## config.mk

```make
export PLATFORM = sky130hd
export DESIGN_NAME = rv_core
export DESIGN_NICKNAME = d
export VERILOG_FILES = /design/src/design/rv_isa_pkg.sv /design/src/design/rv_core_pkg.sv /design/src/design/rv_core.sv /design/src/design/rv_decode.sv /design/src/design/rv_execute.sv /design/src/design/rv_fetch.sv /design/src/design/rv_regfile.sv /design/src/design/rv_stage_reg.sv /design/src/design/rv_writeback.sv
export SDC_FILE = /design/constraint.sdc
export NUM_CORES = 2
export LEC_CHECK = 0
export BUFFER_PORTS_ARGS = -buffer_cell sky130_fd_sc_hd__clkbuf_2
export CAP_MARGIN = 15
export CORE_MARGIN = 5
export CORE_UTILIZATION = 36
export CTS_BUF_LIST = sky130_fd_sc_hd__clkbuf_8
export DETAILED_ROUTE_END_ITERATION = 8
export PLACE_DENSITY_LB_ADDON = 0.25
export SETUP_SLACK_MARGIN = 0.1
export SLEW_MARGIN = 20
export SYNTH_ARGS = -nofsm -noshare
export SYNTH_HDL_FRONTEND = slang
export SYNTH_SLANG_ARGS = --single-unit
```

## constraint.sdc

```tcl
create_clock -name clk_i -period 10.3 [get_ports clk_i]
set_clock_uncertainty 0.05 [all_clocks]
set_input_delay 0.515 -clock clk_i [delete_from_list [all_inputs] [get_ports clk_i]]
set_output_delay 0.515 -clock clk_i [all_outputs]
set_load 0.005 [all_outputs]
```

## src/design/rv_isa_pkg.sv

```systemverilog
`default_nettype none

package rv_isa_pkg;

  ////////////////////////////////
  // Major opcodes
  ////////////////////////////////

  // Only the groups this core executes
  typedef enum logic [6:0] {
    OPC_LUI    = 7'b0110111,
    OPC_AUIPC  = 7'b0010111,
    OPC_JAL    = 7'b1101111,
    OPC_BRANCH = 7'b1100011,
    OPC_OP_IMM = 7'b0010011,
    OPC_OP     = 7'b0110011
  } opcode_e;

  // funct3 of the OP and OP-IMM groups
  localparam logic [2:0] F3_ADD  = 3'b000;
  localparam logic [2:0] F3_SLL  = 3'b001;
  localparam logic [2:0] F3_SLT  = 3'b010;
  localparam logic [2:0] F3_SLTU = 3'b011;
  localparam logic [2:0] F3_XOR  = 3'b100;
  localparam logic [2:0] F3_SR   = 3'b101;
  localparam logic [2:0] F3_OR   = 3'b110;
  localparam logic [2:0] F3_AND  = 3'b111;

  // funct7 values, the alternate one selects SUB and SRA
  localparam logic [6:0] F7_BASE = 7'b0000000;
  localparam logic [6:0] F7_ALT  = 7'b0100000;

  ////////////////////////////////
  // Execute operations
  ////////////////////////////////

  typedef enum logic [3:0] {
    ALU_ADD,
    ALU_SUB,
    ALU_SLL,
    ALU_SLT,
    ALU_SLTU,
    ALU_XOR,
    ALU_SRL,
    ALU_SRA,
    ALU_OR,
    ALU_AND,
    ALU_PASS_B
  } alu_op_e;

  // Encoded exactly as the branch funct3
  typedef enum logic [2:0] {
    BR_BEQ  = 3'b000,
    BR_BNE  = 3'b001,
    BR_BLT  = 3'b100,
    BR_BGE  = 3'b101,
    BR_BLTU = 3'b110,
    BR_BGEU = 3'b111
  } br_cond_e;

  // addi x0, x0, 0
  localparam logic [31:0] INSTR_NOP = 32'h0000_0013;

endpackage

`default_nettype wire

```

## src/design/rv_core_pkg.sv

```systemverilog
`default_nettype none

package rv_core_pkg;

  localparam int XLEN     = 32;
  localparam int REG_BITS = 5;

  // First fetch address out of reset
  localparam logic [XLEN-1:0] RESET_PC = 32'h0000_0000;

  ////////////////////////////////
  // Stage payloads
  ////////////////////////////////

  // Decode to execute
  typedef struct packed {
    logic [XLEN-1:0]     pc;
    logic [REG_BITS-1:0] rd;
    logic [REG_BITS-1:0] rs1;
    logic [REG_BITS-1:0] rs2;
    logic [XLEN-1:0]     rs1_val;
    logic [XLEN-1:0]     rs2_val;
    logic [XLEN-1:0]     imm;
    rv_isa_pkg::alu_op_e alu_op;
    // Operand A is the pc
    logic                use_pc;
    // Operand B is the immediate
    logic                use_imm;
    logic                is_branch;
    logic                is_jal;
    rv_isa_pkg::br_cond_e br_cond;
  } dec_pl_t;

  // Execute to writeback
  typedef struct packed {
    logic [XLEN-1:0]     pc;
    logic [REG_BITS-1:0] rd;
    logic [XLEN-1:0]     result;
  } wb_pl_t;

endpackage

`default_nettype wire

```

## src/design/rv_core.sv

```systemverilog
`default_nettype none

module rv_core (
  input  wire logic                         clk_i,
  input  wire logic                         rst_n_i,
  input  wire logic [31:0]                  imem_data_i,
  output logic [rv_core_pkg::XLEN-1:0]      imem_addr_o,
  output logic                              retire_valid_o,
  output logic [rv_core_pkg::XLEN-1:0]      retire_pc_o,
  output logic [rv_core_pkg::REG_BITS-1:0]  retire_rd_o,
  output logic [rv_core_pkg::XLEN-1:0]      retire_data_o
);

  import rv_core_pkg::*;

  // Fetch register
  logic                f_valid;
  logic [XLEN-1:0]     f_pc;
  logic [31:0]         f_instr;

  // Decode and register file
  logic [REG_BITS-1:0] rs1_addr;
  logic [REG_BITS-1:0] rs2_addr;
  logic [XLEN-1:0]     rs1_data;
  logic [XLEN-1:0]     rs2_data;
  dec_pl_t             dec_pl;
  logic                dec_legal;

  // Execute
  logic                x_valid;
  dec_pl_t             x_pl;
  logic                ex_valid;
  wb_pl_t              ex_pl;
  logic                redirect;
  logic [XLEN-1:0]     redirect_pc;

  // Writeback to register file and forwarding
  logic                rf_we;
  logic [REG_BITS-1:0] rf_waddr;
  logic [XLEN-1:0]     rf_wdata;

  ////////////////////////////////
  // Front end
  ////////////////////////////////

  rv_fetch u_fetch (
    .clk_i         (clk_i),
    .rst_n_i       (rst_n_i),
    .redirect_i    (redirect),
    .redirect_pc_i (redirect_pc),
    .imem_data_i   (imem_data_i),
    .imem_addr_o   (imem_addr_o),
    .f_valid_o     (f_valid),
    .f_pc_o        (f_pc),
    .f_instr_o     (f_instr)
  );

  rv_decode u_decode (
    .f_valid_i  (f_valid),
    .f_pc_i     (f_pc),
    .f_instr_i  (f_instr),
    .rs1_data_i (rs1_data),
    .rs2_data_i (rs2_data),
    .rs1_addr_o (rs1_addr),
    .rs2_addr_o (rs2_addr),
    .pl_o       (dec_pl),
    .legal_o    (dec_legal)
  );

  rv_regfile u_regfile (
    .clk_i    (clk_i),
    .rst_n_i  (rst_n_i),
    .we_i     (rf_we),
    .waddr_i  (rf_waddr),
    .wdata_i  (rf_wdata),
    .raddr1_i (rs1_addr),
    .raddr2_i (rs2_addr),
    .rdata1_o (rs1_data),
    .rdata2_o (rs2_data)
  );

  ////////////////////////////////
  // Back end
  ////////////////////////////////

  // Redirect drops the instruction behind the branch
  rv_stage_reg #(
    .T       (dec_pl_t)
  ) u_dx_reg (
    .clk_i   (clk_i),
    .rst_n_i (rst_n_i),
    .flush_i (redirect),
    .valid_i (dec_legal),
    .pl_i    (dec_pl),
    .valid_o (x_valid),
    .pl_o    (x_pl)
  );

  rv_execute u_execute (
    .x_valid_i     (x_valid),
    .x_pl_i        (x_pl),
    .wb_valid_i    (rf_we),
    .wb_rd_i       (rf_waddr),
    .wb_data_i     (rf_wdata),
    .valid_o       (ex_valid),
    .pl_o          (ex_pl),
    .redirect_o    (redirect),
    .redirect_pc_o (redirect_pc)
  );

  rv_writeback u_writeback (
    .clk_i          (clk_i),
    .rst_n_i        (rst_n_i),
    .valid_i        (ex_valid),
    .pl_i           (ex_pl),
    .rf_we_o        (rf_we),
    .rf_waddr_o     (rf_waddr),
    .rf_wdata_o     (rf_wdata),
    .retire_valid_o (retire_valid_o),
    .retire_pc_o    (retire_pc_o),
    .retire_rd_o    (retire_rd_o),
    .retire_data_o  (retire_data_o)
  );

endmodule

`default_nettype wire

```

## src/design/rv_decode.sv

```systemverilog
`default_nettype none

module rv_decode (
  input  wire logic                             f_valid_i,
  input  wire logic [rv_core_pkg::XLEN-1:0]     f_pc_i,
  input  wire logic [31:0]                      f_instr_i,
  input  wire logic [rv_core_pkg::XLEN-1:0]     rs1_data_i,
  input  wire logic [rv_core_pkg::XLEN-1:0]     rs2_data_i,
  output logic [rv_core_pkg::REG_BITS-1:0]      rs1_addr_o,
  output logic [rv_core_pkg::REG_BITS-1:0]      rs2_addr_o,
  output rv_core_pkg::dec_pl_t                  pl_o,
  output logic                                  legal_o
);

  import rv_isa_pkg::*;
  import rv_core_pkg::*;

  logic [31:0]         instr;
  logic [2:0]          funct3;
  logic [6:0]          funct7;
  logic [XLEN-1:0]     imm_i;
  logic [XLEN-1:0]     imm_b;
  logic [XLEN-1:0]     imm_u;
  logic [XLEN-1:0]     imm_j;
  logic [REG_BITS-1:0] rd_sel;
  logic [REG_BITS-1:0] rs1_sel;
  logic [REG_BITS-1:0] rs2_sel;
  logic [XLEN-1:0]     imm;
  alu_op_e             alu_op;
  logic                use_pc;
  logic                use_imm;
  logic                is_branch;
  logic                is_jal;
  logic                legal;

  // Empty slot decodes as a NOP
  assign instr  = f_valid_i ? f_instr_i : INSTR_NOP;
  assign funct3 = instr[14:12];
  assign funct7 = instr[31:25];

  ////////////////////////////////
  // Immediate formats
  ////////////////////////////////

  assign imm_i = {{20{instr[31]}}, instr[31:20]};
  assign imm_b = {{19{instr[31]}}, instr[31], instr[7], instr[30:25], instr[11:8], 1'b0};
  assign imm_u = {instr[31:12], 12'b0};
  assign imm_j = {{11{instr[31]}}, instr[31], instr[19:12], instr[20], instr[30:21], 1'b0};

  // funct3 to ALU op, alt picks SUB or SRA
  function automatic alu_op_e alu_from_f3(input logic [2:0] f3, input logic alt);
    case (f3)
      F3_ADD:  return alt ? ALU_SUB : ALU_ADD;
      F3_SLL:  return ALU_SLL;
      F3_SLT:  return ALU_SLT;
      F3_SLTU: return ALU_SLTU;
      F3_XOR:  return ALU_XOR;
      F3_SR:   return alt ? ALU_SRA : ALU_SRL;
      F3_OR:   return ALU_OR;
      default: return ALU_AND;
    endcase
  endfunction

  always_comb begin
    rd_sel    = instr[11:7];
    rs1_sel   = instr[19:15];
    rs2_sel   = instr[24:20];
    imm       = imm_i;
    alu_op    = ALU_ADD;
    use_pc    = 1'b0;
    use_imm   = 1'b0;
    is_branch = 1'b0;
    is_jal    = 1'b0;
    legal     = 1'b0;
    case (opcode_e'(instr[6:0]))
      OPC_LUI: begin
        legal   = 1'b1;
        imm     = imm_u;
        use_imm = 1'b1;
        alu_op  = ALU_PASS_B;
        rs1_sel = '0;
        rs2_sel = '0;
      end
      OPC_AUIPC: begin
        legal   = 1'b1;
        imm     = imm_u;
        use_imm = 1'b1;
        use_pc  = 1'b1;
        rs1_sel = '0;
        rs2_sel = '0;
      end
      OPC_JAL: begin
        // Result is pc+4, formed in execute
        legal   = 1'b1;
        imm     = imm_j;
        is_jal  = 1'b1;
        rs1_sel = '0;
        rs2_sel = '0;
      end
      OPC_BRANCH: begin
        // funct3 010 and 011 are unassigned
        legal     = (funct3 != 3'b010) && (funct3 != 3'b011);
        imm       = imm_b;
        is_branch = 1'b1;
        rd_sel    = '0;
      end
      OPC_OP_IMM: begin
        use_imm = 1'b1;
        rs2_sel = '0;
        // Bit 30 is an immediate bit except on shift right
        alu_op  = alu_from_f3(funct3, (funct3 == F3_SR) && instr[30]);
        case (funct3)
          F3_SLL:  legal = (funct7 == F7_BASE);
          F3_SR:   legal = (funct7 == F7_BASE) || (funct7 == F7_ALT);
          default: legal = 1'b1;
        endcase
      end
      OPC_OP: begin
        alu_op = alu_from_f3(funct3, instr[30]);
        legal  = (funct7 == F7_BASE) ||
                 ((funct7 == F7_ALT) && ((funct3 == F3_ADD) || (funct3 == F3_SR)));
      end
      default: legal = 1'b0;
    endcase
  end

  // Register file is read by the masked addresses
  assign rs1_addr_o = rs1_sel;
  assign rs2_addr_o = rs2_sel;

  // Undecodable or empty slot becomes a bubble
  assign legal_o = f_valid_i && legal;

  always_comb begin
    pl_o.pc        = f_pc_i;
    pl_o.rd        = rd_sel;
    pl_o.rs1       = rs1_sel;
    pl_o.rs2       = rs2_sel;
    pl_o.rs1_val   = rs1_data_i;
    pl_o.rs2_val   = rs2_data_i;
    pl_o.imm       = imm;
    pl_o.alu_op    = alu_op;
    pl_o.use_pc    = use_pc;
    pl_o.use_imm   = use_imm;
    pl_o.is_branch = is_branch;
    pl_o.is_jal    = is_jal;
    pl_o.br_cond   = br_cond_e'(funct3);
  end

endmodule

`default_nettype wire

```

## src/design/rv_execute.sv

```systemverilog
`default_nettype none

module rv_execute (
  input  wire logic                             x_valid_i,
  input  wire rv_core_pkg::dec_pl_t             x_pl_i,
  input  wire logic                             wb_valid_i,
  input  wire logic [rv_core_pkg::REG_BITS-1:0] wb_rd_i,
  input  wire logic [rv_core_pkg::XLEN-1:0]     wb_data_i,
  output logic                                  valid_o,
  output rv_core_pkg::wb_pl_t                   pl_o,
  output logic                                  redirect_o,
  output logic [rv_core_pkg::XLEN-1:0]          redirect_pc_o
);

  import rv_isa_pkg::*;
  import rv_core_pkg::*;

  logic [XLEN-1:0] rs1_val;
  logic [XLEN-1:0] rs2_val;
  logic [XLEN-1:0] op_a;
  logic [XLEN-1:0] op_b;
  logic [XLEN-1:0] alu_out;
  logic [4:0]      shamt;
  logic            taken;

  ////////////////////////////////
  // Operand forwarding
  ////////////////////////////////

  // Writeback result is younger than the decode-time read
  assign rs1_val = (wb_valid_i && (wb_rd_i != '0) && (wb_rd_i == x_pl_i.rs1)) ?
                   wb_data_i : x_pl_i.rs1_val;
  assign rs2_val = (wb_valid_i && (wb_rd_i != '0) && (wb_rd_i == x_pl_i.rs2)) ?
                   wb_data_i : x_pl_i.rs2_val;

  assign op_a  = x_pl_i.use_pc ? x_pl_i.pc : rs1_val;
  assign op_b  = x_pl_i.use_imm ? x_pl_i.imm : rs2_val;
  assign shamt = op_b[4:0];

  ////////////////////////////////
  // ALU and branch compare
  ////////////////////////////////

  always_comb begin
    case (x_pl_i.alu_op)
      ALU_ADD:  alu_out = op_a + op_b;
      ALU_SUB:  alu_out = op_a - op_b;
      ALU_SLL:  alu_out = op_a << shamt;
      ALU_SLT:  alu_out = XLEN'($signed(op_a) < $signed(op_b));
      ALU_SLTU: alu_out = XLEN'(op_a < op_b);
      ALU_XOR:  alu_out = op_a ^ op_b;
      ALU_SRL:  alu_out = op_a >> shamt;
      ALU_SRA:  alu_out = $unsigned($signed(op_a) >>> shamt);
      ALU_OR:   alu_out = op_a | op_b;
      ALU_AND:  alu_out = op_a & op_b;
      default:  alu_out = op_b;
    endcase
  end

  // Always on the forwarded register values
  always_comb begin
    case (x_pl_i.br_cond)
      BR_BEQ:  taken = (rs1_val == rs2_val);
      BR_BNE:  taken = (rs1_val != rs2_val);
      BR_BLT:  taken = ($signed(rs1_val) < $signed(rs2_val));
      BR_BGE:  taken = ($signed(rs1_val) >= $signed(rs2_val));
      BR_BLTU: taken = (rs1_val < rs2_val);
      default: taken = (rs1_val >= rs2_val);
    endcase
  end

  // JAL and taken branch steer fetch
  assign redirect_o    = x_valid_i && (x_pl_i.is_jal || (x_pl_i.is_branch && taken));
  assign redirect_pc_o = x_pl_i.pc + x_pl_i.imm;

  // Redirecting instruction itself still retires
  assign valid_o       = x_valid_i;
  assign pl_o.pc       = x_pl_i.pc;
  assign pl_o.rd       = x_pl_i.rd;
  assign pl_o.result   = x_pl_i.is_jal ? x_pl_i.pc + XLEN'(4) : alu_out;

endmodule

`default_nettype wire

```

## src/design/rv_fetch.sv

```systemverilog
`default_nettype none

module rv_fetch (
  input  wire logic                         clk_i,
  input  wire logic                         rst_n_i,
  input  wire logic                         redirect_i,
  input  wire logic [rv_core_pkg::XLEN-1:0] redirect_pc_i,
  input  wire logic [31:0]                  imem_data_i,
  output logic [rv_core_pkg::XLEN-1:0]      imem_addr_o,
  output logic                              f_valid_o,
  output logic [rv_core_pkg::XLEN-1:0]      f_pc_o,
  output logic [31:0]                       f_instr_o
);

  import rv_core_pkg::*;

  logic [XLEN-1:0] pc_q;
  logic [XLEN-1:0] pc_next;

  // Redirect target wins over sequential fetch
  assign pc_next = redirect_i ? redirect_pc_i : pc_q + XLEN'(4);

  // Memory answers in the same cycle
  assign imem_addr_o = pc_q;

  always_ff @(posedge clk_i or negedge rst_n_i) begin
    if (!rst_n_i) begin
      pc_q      <= RESET_PC;
      f_valid_o <= 1'b0;
    end else begin
      pc_q      <= pc_next;
      // Word fetched beside a redirect is on the wrong path
      f_valid_o <= !redirect_i;
    end
  end

  // Fetch register payload
  always_ff @(posedge clk_i) begin
    f_instr_o <= imem_data_i;
    f_pc_o    <= pc_q;
  end

  // Sequential and redirect paths both keep word alignment
  pc_aligned_a : assert property (
    @(posedge clk_i) disable iff (!rst_n_i) pc_q[1:0] == 2'b00
  );

endmodule

`default_nettype wire

```

## src/design/rv_regfile.sv

```systemverilog
`default_nettype none

module rv_regfile (
  input  wire logic                             clk_i,
  input  wire logic                             rst_n_i,
  input  wire logic                             we_i,
  input  wire logic [rv_core_pkg::REG_BITS-1:0] waddr_i,
  input  wire logic [rv_core_pkg::XLEN-1:0]     wdata_i,
  input  wire logic [rv_core_pkg::REG_BITS-1:0] raddr1_i,
  input  wire logic [rv_core_pkg::REG_BITS-1:0] raddr2_i,
  output logic [rv_core_pkg::XLEN-1:0]          rdata1_o,
  output logic [rv_core_pkg::XLEN-1:0]          rdata2_o
);

  import rv_core_pkg::*;

  // x0 has no storage
  logic [XLEN-1:0] regs [1:31];

  always_ff @(posedge clk_i) begin
    if (we_i && (waddr_i != '0)) begin
      regs[waddr_i] <= wdata_i;
    end
  end

  // Same-cycle write passes straight through
  function automatic logic [XLEN-1:0] read_port(input logic [REG_BITS-1:0] addr);
    if (addr == '0) begin
      return '0;
    end
    if (we_i && (waddr_i == addr)) begin
      return wdata_i;
    end
    return regs[addr];
  endfunction

  assign rdata1_o = read_port(raddr1_i);
  assign rdata2_o = read_port(raddr2_i);

  // Writeback filters rd 0 before asking for a write
  no_x0_write_a : assert property (
    @(posedge clk_i) disable iff (!rst_n_i) we_i |-> (waddr_i != '0)
  );

endmodule

`default_nettype wire

```

## src/design/rv_stage_reg.sv

```systemverilog
`default_nettype none

module rv_stage_reg #(
  parameter type T = rv_core_pkg::wb_pl_t
) (
  input  wire logic clk_i,
  input  wire logic rst_n_i,
  input  wire logic flush_i,
  input  wire logic valid_i,
  input  wire T     pl_i,
  output logic      valid_o,
  output T          pl_o
);

  // Valid level, cleared by reset or a flush
  always_ff @(posedge clk_i or negedge rst_n_i) begin
    if (!rst_n_i) begin
      valid_o <= 1'b0;
    end else if (flush_i) begin
      valid_o <= 1'b0;
    end else begin
      valid_o <= valid_i;
    end
  end

  // Payload follows every cycle, meaningful only when valid
  always_ff @(posedge clk_i) begin
    pl_o <= pl_i;
  end

  // Upstream valids must all be resolved after reset
  valid_known_a : assert property (
    @(posedge clk_i) disable iff (!rst_n_i) !$isunknown(valid_o)
  );

endmodule

`default_nettype wire

```

## src/design/rv_writeback.sv

```systemverilog
`default_nettype none

module rv_writeback (
  input  wire logic                         clk_i,
  input  wire logic                         rst_n_i,
  input  wire logic                         valid_i,
  input  wire rv_core_pkg::wb_pl_t          pl_i,
  output logic                              rf_we_o,
  output logic [rv_core_pkg::REG_BITS-1:0]  rf_waddr_o,
  output logic [rv_core_pkg::XLEN-1:0]      rf_wdata_o,
  output logic                              retire_valid_o,
  output logic [rv_core_pkg::XLEN-1:0]      retire_pc_o,
  output logic [rv_core_pkg::REG_BITS-1:0]  retire_rd_o,
  output logic [rv_core_pkg::XLEN-1:0]      retire_data_o
);

  import rv_core_pkg::*;

  logic   wb_valid;
  wb_pl_t wb_pl;
  logic   has_rd;

  // Nothing downstream can cancel a finished instruction
  rv_stage_reg #(
    .T       (wb_pl_t)
  ) u_wb_reg (
    .clk_i   (clk_i),
    .rst_n_i (rst_n_i),
    .flush_i (1'b0),
    .valid_i (valid_i),
    .pl_i    (pl_i),
    .valid_o (wb_valid),
    .pl_o    (wb_pl)
  );

  assign has_rd = (wb_pl.rd != '0);

  // Register write, also the forwarding source
  assign rf_we_o    = wb_valid && has_rd;
  assign rf_waddr_o = wb_pl.rd;
  assign rf_wdata_o = wb_pl.result;

  // Retire port, one cycle per instruction
  assign retire_valid_o = wb_valid;
  assign retire_pc_o    = wb_pl.pc;
  assign retire_rd_o    = wb_pl.rd;
  assign retire_data_o  = has_rd ? wb_pl.result : '0;

endmodule

`default_nettype wire

```

Word-level counts from Yosys, hierarchy flattened
Memories as Yosys holds them, arrays and structs flattened. Cells that the tools add are included.

Register bits after elaboration: 322. Output and inout port bits: 102. Memories: 1. Memory bits (read-only): 0. Latch bits: 0. Input bits: 34. Memory bits (writable): 992. Logic and storage cells: 145.

Div/mod/pow operators: 0. $mul: 0. Add/sub/neg operators: 5. Multiplexer cells: 43. $lt $le $gt $ge: 6. Shift-type cells: 3. Bitwise gates (word level): 3. Equality and inequality tests: 34. Reductions and logical operators: 28.

Memories: u_regfile.regs (depth 31, width 32, read ports 2, clocked after memory_dff 0, wr ports 1, RTL line rv_regfile.sv:18) `logic [XLEN-1:0] regs [1:31];`.

Operators with widths (count): 32-bit 2-to-1 mux (16); 32-bit case mux with 10 select lines (1); 32-bit less-than comparator (4); 31-bit case mux with 3 select lines (1); 32-bit by 3-bit adder with 32-bit output (second input constant) (2); 32-bit adder (2); 32-bit >= comparator (2); 4-bit case mux with 7 select lines (2); 32-bit bitwise AND (1); 32-bit equality test (1); 32-bit != test (1); 32-bit OR (1); 32-bit by 5-bit << shifter with 32-bit output (1); 32-bit by 5-bit right shift with 32-bit output (1); 32-bit by 5-bit >>> shifter with 32-bit output (1); 32-bit subtractor (1); 32-bit XOR (1); 7-bit by 6-bit equality test with 1-bit output (second input constant) (3); 5-bit equality test (4); 3-bit equality test (second input constant) (6); 1-bit 2-to-1 mux (17); 4-bit by 3-bit equality test with 1-bit output (second input constant) (4); 7-bit by 5-bit equality test with 1-bit output (second input constant) (2); 7-bit equality test (second input constant) (2); 22 further kinds (45).

Longest topological paths before layout
Depth after elaboration: 11. Depth in mapped cells: 24. Depth with buffers taken out: 18.

Cells and area by module
Synthesis repeated with hierarchy kept, for this count alone.

Cell total of the unflattened synthesis: 5778. Area, all modules: 71280.9 µm².

By module, submodules not included: rv_regfile (instances 1, cells an instance 2856, area each 47311.6 µm²); rv_execute (instances 1, cells an instance 2160, area each 14381.3 µm²); rv_stage_reg at u_dx_reg (instances 1, cells an instance 156, area each 3121.7 µm²); rv_fetch (instances 1, cells an instance 252, area each 3045.4 µm²); rv_decode (instances 1, cells an instance 236, area each 1630.3 µm²); rv_stage_reg at u_writeback.u_wb_reg (instances 1, cells an instance 71, area each 1420.1 µm²); rv_writeback (instances 1, cells an instance 47, area each 370.4 µm²).

Least setup slack after synthesis
No wires, ideal clock.

Path kind: register to register. Start point: register u_writeback.u_wb_reg.pl_o[35] in the netlist's numbering. End point: register u_fetch.pc_q[10], in the netlist u_fetch.imem_addr_o[10]. Cell stages (with the launch flop): 20. Buffers on the path: 6. Clock period less this slack: 5.301 ns. Setup slack: 4.999 ns. Setup time: 0.081 ns. Arrival time: 5.170 ns. Required time: 10.169 ns. Cells stage by stage: dfxtp_1 > nor3_1 > a211o_1 > or2_1 > buf_2 > buf_2 > buf_2 > buf_1 > mux2_2 > ha_1 > nand4_1 > nor3_1 > nand4_1 > nor4_1 > o41ai_1 > a221oi_1 > o221a_2 > clkbuf_1 > buf_1 > mux2i_1.

Word-level cells in the longest chain between the ends: 11.

RTL lines: start: declaration (RTL line rv_stage_reg.sv:12) `output T pl_o`; start signal: assignment (RTL line rv_stage_reg.sv:28) `pl_o <= pl_i;`; 5-bit nonzero test (RTL line rv_execute.sv:31, rv_execute.sv:33, rv_writeback.sv:36); 1-bit logical AND (RTL line rv_writeback.sv:39) `assign rf_we_o = wb_valid && has_rd;`; 1-bit logical AND (RTL line rv_execute.sv:31, rv_execute.sv:33); 1-bit logical AND (on tied branches) (RTL line rv_execute.sv:31, rv_execute.sv:33); 32-bit 2-to-1 mux (on tied branches) (RTL line rv_execute.sv:31, rv_execute.sv:33); 32-bit >= comparator (tied with other cells) (RTL line rv_execute.sv:68) `default: taken = (rs1_val >= rs2_val);`; 1-bit case mux with 5 select lines (*) (RTL line rv_execute.sv:62) `case (x_pl_i.br_cond)`; 1-bit logical AND (*) (RTL line rv_execute.sv:73) `assign redirect_o = x_valid_i && (x_pl_i.is_jal || (x_pl_i.is_branch && taken));`; 1-bit logical OR (*) (RTL line rv_execute.sv:73); 1-bit logical AND (*) (RTL line rv_execute.sv:73); 32-bit 2-to-1 mux (*) (RTL line rv_fetch.sv:21) `assign pc_next = redirect_i ? redirect_pc_i : pc_q + XLEN'(4);`; named net u_fetch.pc_next[10] (RTL line rv_fetch.sv:18) `logic [XLEN-1:0] pc_next;`; end signal: assignment (RTL line rv_fetch.sv:31) `pc_q <= pc_next;`; end: declaration (RTL line rv_fetch.sv:17) `logic [XLEN-1:0] pc_q;`.

Mark *: on every way through the listed nets, which the timed path passes. The rest lies on a longest branch. A chain may end at the register's enable or synchronous reset.

==> flow_summary.toml <==
[global_routing]
grt_usage_pct = 30.84
grt_pass1_wl_um = 455400
grt_pass1_vias = 59770
grt_overflow = 0
antenna_found_initial = 21
grt_max_degree = 144

[worst_setup_path]
critPathRequiredTime_ns = 11.09
end_kind = "flop"
cp_max_fo = 22
path_class = "reg -> reg"
r2r-start = "u_writeback.u_wb_reg.pl_o[35]"
crit_path_start_kind = "flop"
r2r_cells = 17
crit_family = "compound AO/OA/AOI/OAI gates"
reg2reg_slack_ns = 3.40
critical-path-max-stage-delay_ns = 0.67
arrival_ns = 7.69
crit_path_cell_trace = "nor3_1 -> a211oi_2 -> and2_2 -> buf_4 -> mux2i_1 -> mux2i_1 -> ha_1 -> or4_1 -> o21bai_1 -> a21oi_1 -> nor2_1 -> o2111ai_1 -> a31oi_1 -> nand3b_1 -> a21oi_1 -> a2111oi_0 -> a31oi_1"
r2r_end = "u_writeback.u_wb_reg.pl_o[31]"
cp.buffers_inverters = 1
cp_slowest_cell = "dfxtp_1"

[clock_tree]
clk_latency_ns = 1.01
cts_sinks = 1314
cts.root.buffer_cell = "clkbuf_8"
cts_max_level = 4
clock_tree.buffer_depth = 3
clk_pin_slew_ns = 0.07
cts_tree = "yes"
cts_buffers = 221
cts-resized-gates = 0

[finish]
num-nets-final = 7216
post-route-util_pct = 40.63
area_growth_pct = 12.59
layout-drive-gt1-share_pct = 11.44
nFillCells = 18720

[logic_synthesis]
synth_ff_type = "edfxtp_1"
netlist_area_sq_mm = 0.07007
ys_seq_area_share_pct = 51.96
synth_cells = 7000
synth_fp_nets = 7199
synth_async_sr_flop_share_pct = 2.664
ys_warn_count = 0
synth_edf_count = 992
synth_cell_type_count = 88
ys_ff_latch = 1314
avgSynthCellArea_sq_um = 10.01

[sta]
worstMarginPinSlew_ns = 1.192
fmax_mhz = 145.0
min_period_ns = 6.896
finalHoldViolations = 0
slew_viol_final = 0
grt_setup_unrepaired = "false"
slew_headroom_pct = 19.53
final.setup.worst_slack_ns = 3.404
setup-tns-final_ns = 0
finalSetupViolations = 0
period_share_pct = 66.95

[die]
initial_core_util_pct = 36.09
die_x_um = 451.2
core_area_sq_mm = 0.1942
die_h_um = 451.2
pin_count = 136
fp-row-count = 162
dieArea_sq_mm = 0.2036

[status]
outcome = "complete, no violations"

[place]
gp_congestion = 1.018
dp_hpwl_um = 205000
port_buffers = 135
dpl_worst_slack_ns = 3.830

[routing]
via_per_inst = 6.542
wirelength_um = 329000
routed-via-count = 63900
drc = 0
dr.pass1.iters = 7
wire_per_inst_um = 33.68
drt_iter0_drc = 9819
ant_nets = 0

[power_and_ir_drop]
p_leak_uw = 0.02794
powerDensity_mw_per_mm2 = 202.8
ir_drop_mv = 0.1502

[run]
drv_cap = 0

[hold_path]
min_path_type = "in -> async"
==> cells by family (layout without fill, tap and decap cells) <==
group / Yosys count / after routing / synth area share [%]
other: 0 / 11 / 0
adders and majority gates: 165 / 165 / 2.978
DFF: 1314 / 1314 / 51.96
xor gates and xnor gates: 106 / 106 / 1.325
and+or+nand+nor: 2439 / 2439 / 15.79
muxes: 331 / 331 / 4.875
buffers and inverters: 744 / 958 / 4.098
AOI/OAI and AO/OA: 1901 / 1901 / 18.97
==> stage by stage <==
step           total power, uW  hold slack [ns]  cell area [sq um]  cells
6_report                 16000         0.005885              78900   9767
5_1_grt                  16430          0.02970              78870   9758
4_1_cts                  15890          0.04573              78860   9756
3_5_place_dp             10950           0.2621              73820   9303
3_3_place_gp             10940           0.2602              73820   9303
2_1_floorplan             8951           0.1694              70070   7000
==> repair_timing <==
action                    4_1_cts  5_1_grt
hold endpoints to repair       67        0
hold buffers                   33        0
buffers inserted                0        0
==> registers in the layout, summed over array words and instances, names as in the netlist <==
name and count:
u_fetch.f_valid_o 1, u_fetch.imem_addr_o 32, u_fetch.f_instr_o 32, u_dx_reg.valid_o 1, u_writeback.u_wb_reg.pl_o 69, u_fetch.f_pc_o 32, u_regfile.regs 992, u_dx_reg.pl_o 154
u_writeback.u_wb_reg.valid_o 1
==> how the worst max path moves through the flow <==
stage / start / to / slack, ns / cells after the start
after global routing: u_writeback.u_wb_reg.pl_o[34] / u_writeback.u_wb_reg.pl_o[31] / 3.25 / 17
after floorplan: u_writeback.u_wb_reg.pl_o[35] / u_fetch.imem_addr_o[10] / 5.00 / 19
after detailed placement: u_writeback.u_wb_reg.pl_o[35] / u_writeback.u_wb_reg.pl_o[0] / 3.83 / 17
after CTS: u_writeback.u_wb_reg.pl_o[34] / u_writeback.u_wb_reg.pl_o[30] / 3.83 / 17
after global placement: u_writeback.u_wb_reg.pl_o[35] / u_writeback.u_wb_reg.pl_o[30] / 3.85 / 17
final: u_writeback.u_wb_reg.pl_o[35] / u_writeback.u_wb_reg.pl_o[31] / 3.40 / 17
==> area by class of cell <==
type / instances / area [sq um] / area share [%]
clock buffer: 259 / 3565 / 4.518
inverter: 157 / 624.3 / 0.7913
timing repair buffer: 381 / 2708 / 3.432
sequential: 1314 / 36420 / 46.16
multi-input combinational: 4942 / 31240 / 39.59
tap: 2542 / 3181 / 4.031
antenna: 11 / 27.53 / 0.03489
clock inverter: 161 / 1141 / 1.446
==> Yosys cell counts (30+ instances only) <==
library cell | number | area, sq um
a2111oi_0 | 43 | 376.6
a211oi_1 | 85 | 638.1
a21o_1 | 39 | 292.8
a21oi_1 | 446 | 2232
a221o_1 | 45 | 450.4
a22oi_1 | 41 | 307.8
a311oi_1 | 70 | 613.1
a31oi_1 | 193 | 1207
and2_1 | 80 | 500.5
and3_1 | 35 | 219.0
buf_1 | 85 | 319.1
buf_2 | 32 | 160.2
clkbuf_1 | 462 | 1734
dfrtp_1 | 35 | 875.8
dfxtp_1 | 287 | 5746
edfxtp_1 | 992 | 29790
ha_1 | 162 | 2027
inv_1 | 148 | 555.5
mux2_2 | 46 | 518.0
mux2i_1 | 280 | 2803
nand2_1 | 1199 | 4501
nand2b_1 | 31 | 193.9
nand3_1 | 551 | 2758
nand4_1 | 43 | 269.0
nor2_1 | 240 | 900.9
nor2b_1 | 74 | 462.9
nor3_1 | 58 | 290.3
nor4_1 | 30 | 187.7
nor4b_1 | 34 | 297.8
o211ai_1 | 31 | 232.7
o21ai_0 | 206 | 1031
o221ai_1 | 417 | 3652
o22ai_1 | 79 | 494.2
o311ai_0 | 32 | 280.3
xnor2_1 | 65 | 569.3
xor2_1 | 41 | 359.1
==> routing by layer <==
metal  GRT usage, %  wire (um)
met1          39.42     124300
met5              0         49
met3          7.411      36650
met4          20.17      25640
met2          46.63     142400
==> cell usage in the layout, fill, tap and decap left out, types with 46 or more instances in the layout <==
cell,n
nand2_1,1194
edfxtp_1,992
nand3_1,546
a21oi_1,446
o221ai_1,417
dfxtp_1,285
mux2i_1,280
clkbuf_8,259
inv_1,211
o21ai_0,206
buf_4,206
nor2_1,202
a31oi_1,193
ha_1,162
clkbuf_2,134
a211oi_1,84
and2_1,79
o22ai_1,79
nor2b_1,74
a311oi_1,70
xnor2_1,65
nor3_1,55
mux2_2,46
==> where the power goes <==
group | switching, uW | total [uW] | internal, uW
Sequential | 254 | 6720 | 6460
Combinational | 3160 | 4310 | 1150
Clock | 2340 | 4980 | 2640
Total | 5750 | 16000 | 10200
(Power assumes the default switching activity.)
